### config.mk
export PLATFORM = sky130hd
export DESIGN_NAME = c4_top
export DESIGN_NICKNAME = d
export VERILOG_FILES = /design/src/common/c4_pkg.sv /design/src/game_ctrl/game_ctrl.sv /design/src/game_ctrl/clear_sweep.sv /design/src/board/column_fill.sv /design/src/board/board_store.sv /design/src/board/win_detect.sv /design/src/verilog/c4_top.sv
export SDC_FILE = /design/constraint.sdc
export NUM_CORES = 1
export LEC_CHECK = 0
export ABC_AREA = 1
export ABC_CLOCK_PERIOD_IN_PS = 4600
export BUFFER_PORTS_ARGS = -buffer_cell sky130_fd_sc_hd__buf_2
export CORE_MARGIN = 3
export CORE_UTILIZATION = 62
export DETAILED_ROUTE_END_ITERATION = 10
export HOLD_SLACK_MARGIN = 0.05
export PLACE_DENSITY = 0.85
export SLEW_MARGIN = 0
export SYNTH_ARGS = -nofsm -noshare
export SYNTH_HDL_FRONTEND = slang
export SYNTH_HIERARCHICAL = 1
export SYNTH_SLANG_ARGS = --single-unit
### constraint.sdc
create_clock -name clk -period 4.6 [get_ports clk]
set_clock_uncertainty 0.05 [all_clocks]
set_input_delay 0.46 -clock clk [delete_from_list [all_inputs] [get_ports clk]]
set_output_delay 0.46 -clock clk [all_outputs]
set_load 0.02 [all_outputs]
### src/common/c4_pkg.sv
package c4_pkg;

	// board geometry
	// row 0 is the bottom row, column 0 the leftmost
	localparam int ROWS    = 6;
	localparam int COLS    = 7;
	localparam int WIN_LEN = 4;
	localparam int CELLS   = ROWS * COLS;

	// index widths
	localparam int ROW_W = 3;
	localparam int COL_W = 3;

	// player to move
	typedef enum logic {
		P1 = 1'b0,
		P2 = 1'b1
	} player_e;

	// game outcome shown on the result output
	typedef enum logic [1:0] {
		NONE   = 2'd0,
		P1_WON = 2'd1,
		P2_WON = 2'd2,
		TIE    = 2'd3
	} result_e;

	// controller states
	typedef enum logic [2:0] {
		CLEAR = 3'd0,
		PLAY  = 3'd1,
		PLACE = 3'd2,
		CHECK = 3'd3,
		OVER  = 3'd4
	} game_state_e;

	// one bit per cell, indexed [row][col]
	typedef logic [ROWS-1:0][COLS-1:0] plane_t;

	// a placed chip
	typedef struct packed {
		player_e          player;
		logic [ROW_W-1:0] row;
		logic [COL_W-1:0] col;
	} move_t;

endpackage

### src/game_ctrl/game_ctrl.sv
module game_ctrl (
	input  logic              clk,
	input  logic              reset,
	input  logic              restart,
	input  logic              move_valid,
	input  logic              clear_done,
	input  logic              four_found,
	input  logic              board_full,
	output logic              drop_en,
	output logic              clear_en,
	output c4_pkg::player_e   turn,
	output c4_pkg::result_e   result,
	output logic              ready
);

	c4_pkg::game_state_e state;
	c4_pkg::game_state_e cur_state;
	c4_pkg::game_state_e next_state;

	// a move report ends PLAY in the same cycle
	// so the board write happens while the FSM is in PLACE
	always_comb
	begin
		cur_state = state;
		if (state == c4_pkg::PLAY && move_valid)
			cur_state = c4_pkg::PLACE;
	end

	always_comb
	begin
		next_state = cur_state;
		case (cur_state)
			c4_pkg::CLEAR:
				if (clear_done)
					next_state = c4_pkg::PLAY;
			c4_pkg::PLAY:
				next_state = c4_pkg::PLAY;
			c4_pkg::PLACE:
				next_state = c4_pkg::CHECK;
			c4_pkg::CHECK:
				if (four_found || board_full)
					next_state = c4_pkg::OVER;
				else
					next_state = c4_pkg::PLAY;
			c4_pkg::OVER:
				next_state = c4_pkg::OVER;
			default:
				next_state = c4_pkg::CLEAR;
		endcase
		// restart beats everything except a sweep already running
		if (restart && cur_state != c4_pkg::CLEAR)
			next_state = c4_pkg::CLEAR;
	end

	always_ff @(posedge clk)
	begin
		if (!reset)
		begin
			state  <= c4_pkg::CLEAR;
			turn   <= c4_pkg::P1;
			result <= c4_pkg::NONE;
		end
		else
		begin
			state <= next_state;
			if (next_state == c4_pkg::CLEAR)
			begin
				// fresh board, P1 opens
				turn   <= c4_pkg::P1;
				result <= c4_pkg::NONE;
			end
			else if (cur_state == c4_pkg::CHECK)
			begin
				// a win on the last cell still counts as a win
				if (four_found)
					result <= (turn == c4_pkg::P1) ? c4_pkg::P1_WON : c4_pkg::P2_WON;
				else if (board_full)
					result <= c4_pkg::TIE;
				else
					turn <= (turn == c4_pkg::P1) ? c4_pkg::P2 : c4_pkg::P1;
			end
		end
	end

	assign ready    = (cur_state == c4_pkg::PLAY);
	assign drop_en  = ready && !restart;
	assign clear_en = (state == c4_pkg::CLEAR);

endmodule

### src/game_ctrl/clear_sweep.sv
module clear_sweep (
	input  logic                      clk,
	input  logic                      reset,
	input  logic                      clear_en,
	output logic [c4_pkg::ROW_W-1:0]  clear_row,
	output logic                      clear_done
);

	logic [c4_pkg::ROW_W-1:0] row_q;

	// one row per cycle, bottom to top
	always_ff @(posedge clk)
	begin
		if (!reset || !clear_en)
			row_q <= '0;
		else if (row_q == c4_pkg::ROWS - 1)
			row_q <= '0;
		else
			row_q <= row_q + 1'b1;
	end

	assign clear_row = row_q;

	// high while the top row is being cleared
	assign clear_done = clear_en && (row_q == c4_pkg::ROWS - 1);

endmodule

### src/board/column_fill.sv
module column_fill (
	input  logic                      clk,
	input  logic                      reset,
	input  logic [c4_pkg::COLS-1:0]   column,
	input  logic                      drop,
	input  logic                      drop_en,
	input  c4_pkg::player_e           turn,
	input  logic                      clear_en,
	output logic                      move_valid,
	output c4_pkg::move_t             move,
	output logic                      board_full
);

	// chips held per column, also the next free row
	logic [c4_pkg::COLS-1:0][c4_pkg::ROW_W-1:0] heights;
	logic [c4_pkg::COL_W-1:0]                   col_idx;
	logic                                       one_hot;
	logic                                       accept;
	logic [$clog2(c4_pkg::CELLS+1)-1:0]         chip_count;

	always_comb
	begin
		col_idx = '0;
		for (int k = 0; k < c4_pkg::COLS; k++)
			if (column[k])
				col_idx = k[c4_pkg::COL_W-1:0];
	end

	assign one_hot = (column != '0) && ((column & (column - 1'b1)) == '0);
	assign accept  = drop && drop_en && one_hot && (heights[col_idx] < c4_pkg::ROWS);

	always_ff @(posedge clk)
	begin
		if (!reset || clear_en)
			heights <= '0;
		else if (accept)
			heights[col_idx] <= heights[col_idx] + 1'b1;
	end

	always_ff @(posedge clk)
	begin
		if (!reset)
			move_valid <= 1'b0;
		else
			move_valid <= accept;
	end

	// chip lands on the current height of its column
	always_ff @(posedge clk)
	begin
		if (!reset)
			move <= '0;
		else if (accept)
		begin
			move.player <= turn;
			move.row    <= heights[col_idx];
			move.col    <= col_idx;
		end
	end

	always_comb
	begin
		chip_count = '0;
		for (int k = 0; k < c4_pkg::COLS; k++)
			chip_count = chip_count + heights[k];
	end

	assign board_full = (chip_count == c4_pkg::CELLS);

endmodule

### src/board/board_store.sv
module board_store (
	input  logic                      clk,
	input  logic                      reset,
	input  logic                      move_valid,
	input  c4_pkg::move_t             move,
	input  logic                      clear_en,
	input  logic [c4_pkg::ROW_W-1:0]  clear_row,
	output c4_pkg::plane_t            p1_plane,
	output c4_pkg::plane_t            p2_plane
);

	logic move_p1;
	logic move_p2;

	assign move_p1 = move_valid && (move.player == c4_pkg::P1);
	assign move_p2 = move_valid && (move.player == c4_pkg::P2);

	always_ff @(posedge clk)
	begin
		if (!reset)
			p1_plane <= '0;
		else
		begin
			if (move_p1)
				p1_plane[move.row][move.col] <= 1'b1;
			// later assignment lets the sweep win on the same row
			if (clear_en)
				p1_plane[clear_row] <= '0;
		end
	end

	always_ff @(posedge clk)
	begin
		if (!reset)
			p2_plane <= '0;
		else
		begin
			if (move_p2)
				p2_plane[move.row][move.col] <= 1'b1;
			if (clear_en)
				p2_plane[clear_row] <= '0;
		end
	end

endmodule

### src/board/win_detect.sv
module win_detect (
	input  c4_pkg::player_e  turn,
	input  c4_pkg::plane_t   p1_plane,
	input  c4_pkg::plane_t   p2_plane,
	output logic             four_found
);

	c4_pkg::plane_t plane;
	logic           found;

	// WIN_LEN cells from (r, c) stepping by (dr, dc)
	function automatic logic line_at(c4_pkg::plane_t pl, int r, int c, int dr, int dc);
		logic hit;
		hit = 1'b1;
		for (int k = 0; k < c4_pkg::WIN_LEN; k++)
			hit = hit & pl[r + k * dr][c + k * dc];
		return hit;
	endfunction

	// only the mover can have just completed a line
	assign plane = (turn == c4_pkg::P1) ? p1_plane : p2_plane;

	always_comb
	begin
		found = 1'b0;
		// horizontal
		for (int r = 0; r < c4_pkg::ROWS; r++)
			for (int c = 0; c <= c4_pkg::COLS - c4_pkg::WIN_LEN; c++)
				found = found | line_at(plane, r, c, 0, 1);
		// vertical
		for (int r = 0; r <= c4_pkg::ROWS - c4_pkg::WIN_LEN; r++)
			for (int c = 0; c < c4_pkg::COLS; c++)
				found = found | line_at(plane, r, c, 1, 0);
		// rising diagonal, up and to the right
		for (int r = 0; r <= c4_pkg::ROWS - c4_pkg::WIN_LEN; r++)
			for (int c = 0; c <= c4_pkg::COLS - c4_pkg::WIN_LEN; c++)
				found = found | line_at(plane, r, c, 1, 1);
		// falling diagonal, starts high and steps down to the right
		for (int r = c4_pkg::WIN_LEN - 1; r < c4_pkg::ROWS; r++)
			for (int c = 0; c <= c4_pkg::COLS - c4_pkg::WIN_LEN; c++)
				found = found | line_at(plane, r, c, -1, 1);
	end

	assign four_found = found;

endmodule

### src/verilog/c4_top.sv
module c4_top (
	input  logic                      clk,
	input  logic                      reset,
	input  logic [c4_pkg::COLS-1:0]   column,
	input  logic                      drop,
	input  logic                      restart,
	output logic                      move_valid,
	output c4_pkg::move_t             move,
	output c4_pkg::player_e           turn,
	output c4_pkg::result_e           result,
	output logic                      ready
);

	logic                      drop_en;
	logic                      clear_en;
	logic [c4_pkg::ROW_W-1:0]  clear_row;
	logic                      clear_done;
	logic                      board_full;
	logic                      four_found;
	c4_pkg::plane_t            p1_plane;
	c4_pkg::plane_t            p2_plane;

	// turn order, result and restart
	game_ctrl u_game_ctrl (
		.clk        (clk),
		.reset      (reset),
		.restart    (restart),
		.move_valid (move_valid),
		.clear_done (clear_done),
		.four_found (four_found),
		.board_full (board_full),
		.drop_en    (drop_en),
		.clear_en   (clear_en),
		.turn       (turn),
		.result     (result),
		.ready      (ready)
	);

	clear_sweep u_clear_sweep (
		.clk        (clk),
		.reset      (reset),
		.clear_en   (clear_en),
		.clear_row  (clear_row),
		.clear_done (clear_done)
	);

	// column heights and move report
	column_fill u_column_fill (
		.clk        (clk),
		.reset      (reset),
		.column     (column),
		.drop       (drop),
		.drop_en    (drop_en),
		.turn       (turn),
		.clear_en   (clear_en),
		.move_valid (move_valid),
		.move       (move),
		.board_full (board_full)
	);

	board_store u_board_store (
		.clk        (clk),
		.reset      (reset),
		.move_valid (move_valid),
		.move       (move),
		.clear_en   (clear_en),
		.clear_row  (clear_row),
		.p1_plane   (p1_plane),
		.p2_plane   (p2_plane)
	);

	win_detect u_win_detect (
		.turn       (turn),
		.p1_plane   (p1_plane),
		.p2_plane   (p2_plane),
		.four_found (four_found)
	);

endmodule

==> flow_summary_export.csv <==
group,metric,value,unit
routing,vias,7377,
critical_path,crit_path_end_kind,"flip-flop",
cells_and_area,drive_above_1_share,0.113,
clocking,clkTransAtPathRegs,0.06,ns
routing,routed_wl,19500,um
power_and_ir_drop,pwr-share-clk,0.523,
synthesis,synth_area_leaders,"dfxtp_1 (34%), nand2_1 (17%), inv_1 (9.3%)",
placed_design,io_buffer_count,22,
grt,grt_pass1_wl,32100,um
clocking,cts_buffers,17,
synthesis,syn-num-nets,1182,
synthesis,synth_top_cell_by_area,"dfxtp_1",
clocking,hold_buffers,0,
synthesis,synthFlopType,"dfxtp_1",
synthesis,synth_top_area_frac,0.335,
cells_and_area,mostFrequentLayoutCell,"nand2_1",
synthesis,synth_cell_types,32,
critical_path,slowest_delay,0.55,ns
grt,grt_max_degree,43,
synthesis,ys_ff_latch,122,
critical_path,required,4.85,ns
critical_path,cp_common_cell,"inv_1",
floorplan,rows,38,
floorplan,initial_utilization,0.652,
critical_path,cp_slowest_cell,"fa_1",
power_and_ir_drop,combPwrFrac,0.037,
power_and_ir_drop,leakage,3.18,nW
floorplan,core,11200,sq um
clocking,cts_buffer_depth,2,
cells_and_area,final_cell_mix,"nand2_1 (338), inv_1 (180), nor2_1 (118), dfxtp_1 (118), a21oi_1 (115)",
timing,hold_viol_final,0,
synthesis,synthArstFlopShare,0,
timing,slew_headroom,0.215,
synthesis,synth_warnings,6,
timing,worst_pin_slew,1.17,ns
outcome,status,"complete, no violations",
synthesis,syn_inst,1147,
power_and_ir_drop,sequentialPowerShare,0.439,
clocking,cts_tree,"yes",
synthesis,synth-seq-area-share,0.335,
grt,antenna_found_initial,0,
floorplan,die_h,114,um
power_and_ir_drop,power.density,303,nW/um^2
cells_and_area,nets,1200,
clocking,cts_sinks,122,
power_and_ir_drop,p_switching,523,uW
critical_path,path_cells,"fa_1 > inv_1 > fa_2 > fa_1 > inv_1 > ha_1 > ha_1 > inv_1 > fa_1 > o2111ai_2 > nor4b_2 > buf_4 > nor2_2 > inv_1 > nor2_2 > nor2_1 > nand3_1 > nand2_2 > a21oi_1",
timing,rsz0062_at_grt,"false",
placed_design,finalWeightedCongestion,0.945,
critical_path,crit_type,"flip-flop to flip-flop",
routing,drc_errors,0,
grt,grt_pass1_vias,6791,
synthesis,netlist_area,7290,sq um
clocking,cts_max_level,4,
power_and_ir_drop,p_sw_frac,0.216,
timing,finalSetupTns,0,ns
floorplan,io-pin-count,23,
power_and_ir_drop,power,2.42,mW
flow_run,maxCapViolations,0,
synthesis,synth_edf_count,0,
timing,finalCritPeriodShare,0.946,
power_and_ir_drop,p_int,1.90,mW
hold_path,hold_class,"input port to flip-flop",
cells_and_area,syn_to_final_growth,9.80,%
critical_path,start_kind,"flip-flop",
routing,drt_iter0_markers,898,
placed_design,dp_hpwl,13600,um
grt,grt_overflow,0,
cells_and_area,antenna_cells,0,
floorplan,dieWidth,114,um
clocking,clk_latency,0.42,ns
clocking,cts-root-buf,"clkbuf_16",
timing,max_freq,230,MHz
routing,drtAntennaViolNets,0,
routing,vias_per_cell,5.61,
grt,grt_usage,0.307,
critical_path,crit_path_max_fanout,4,
timing,maxSlewViolCount,0,
routing,firstDrtPassIters,7,
floorplan,die_area,13100,sq um
timing,setup_viol,0,
routing,post_drt_wl_per_cell,14.8,um
critical_path,critical_path_arrival,4.60,ns
timing,final.min_clock_period,4.35,ns
power_and_ir_drop,peakVddDrop,268,uV
synthesis,syn_area_per_cell,6.35,sq um
[worst max-delay path: cells and delay by family, from the launching register on]
family,cells,cell delay [ns]
AO/OA/AOI/OAI,2,0.21
buffers and inverters,5,0.43
adder cells (fa/ha/maj),6,2.53
flip-flops,1,0.33
AND/OR/NAND/NOR,6,0.69
[power groups by stage]
stage	combinational [mW]	sequential (mW)	clock (mW)
6_report	0.0900	1.06	1.27
4_1_cts	0.0883	1.06	1.28
2_1_floorplan	0.0627	1.09	0
3_5_place_dp	0.0877	1.09	0
3_3_place_gp	0.0868	1.09	0
5_1_grt	0.101	1.06	1.33
[final timing paths]
path                                                  from                          to  slack [ns]  depth (start not counted)
worst max-delay path              u_column_fill/heights[1]       u_game_ctrl/result[1]        0.25                         19
worst min-delay path                               restart        u_game_ctrl/state[2]        0.33                          4
worst max register to register    u_column_fill/heights[1]       u_game_ctrl/result[1]        0.25                         19
worst min register to register  u_board_store/p1_plane[36]  u_board_store/p1_plane[36]        0.40                          2
[Yosys cell counts (3+ instances only)]
cell type,number
a21oi_1,115
buf_2,17
buf_4,3
buf_6,6
dfxtp_1,122
fa_1,13
ha_1,11
inv_1,181
inv_2,15
nand2_1,338
nand2_2,21
nand2_4,5
nand3_1,93
nand4_1,18
nor2_1,119
nor2_2,15
nor2_4,6
nor3_1,3
o21ai_0,8
o21ai_1,18
o21ai_2,3
[kinds of logic after synthesis]
logic type,after synthesis,share of synthesized area
buffers and inverters,228,0.131
flip-flops,122,0.335
adder cells (fa/ha/maj),24,0.0546
AO/OA/AOI/OAI,149,0.107
XOR/XNOR,2,0.00240
AND/OR/NAND/NOR,622,0.370
[area by class of cell]
class | instances | area (sq um)
Sequential cell | 122 | 2450
Multi-Input combinational cell | 797 | 3910
Clock buffer | 23 | 468
Timing Repair Buffer | 29 | 163
Tap cell | 140 | 175
Clock inverter | 7 | 93.8
Fill cell | 938 | 3170
Inverter | 198 | 743
[registers in the layout (all words and copies together), names as in the netlist]
| signal | count |
|---|---|
| u_game_ctrl/result | 2 |
| u_board_store/p2_plane | 42 |
| u_game_ctrl/state | 3 |
| u_game_ctrl/turn | 1 |
| u_column_fill/move_valid | 1 |
| u_clear_sweep/clear_row | 3 |
| u_column_fill/move | 7 |
| u_column_fill/heights | 21 |
| u_board_store/p1_plane | 42 |
[per-stage QoR]
stage / worst slack, ns / util / cell area (sq um) / hold WS [ns] / cells
floorplan: 0.368 / - / 7290 / 0.380 / 1147
global placement: 0.153 / 0.663 / 7410 / 0.386 / 1285
detailed placement: 0.0501 / 0.663 / 7410 / 0.390 / 1285
CTS: 0.0293 / 0.713 / 7970 / 0.320 / 1315
global route: 0.00182 / 0.716 / 8000 / 0.337 / 1316
finish: 0.247 / 0.716 / 8000 / 0.331 / 1316
[per-layer routing]
| metal | global-route usage | vias to the layer above | share of wire |
|---|---|---|---|
| li1 | - | 3593 | - |
| met1 | 0.395 | 3315 | 0.41 |
| met2 | 0.485 | 399 | 0.45 |
| met3 | 0.0877 | 70 | 0.11 |
| met4 | 0.125 | 0 | 0.035 |
| met5 | 0 | - | 0 |
[repair_timing]
| action | 4_1_cts | 5_1_grt |
|---|---|---|
| setup endpoints to repair | 0 | 4 |
| setup buffers | 0 | 1 |
| gates resized for setup | 0 | 8 |
(Power assumes the default switching activity.)
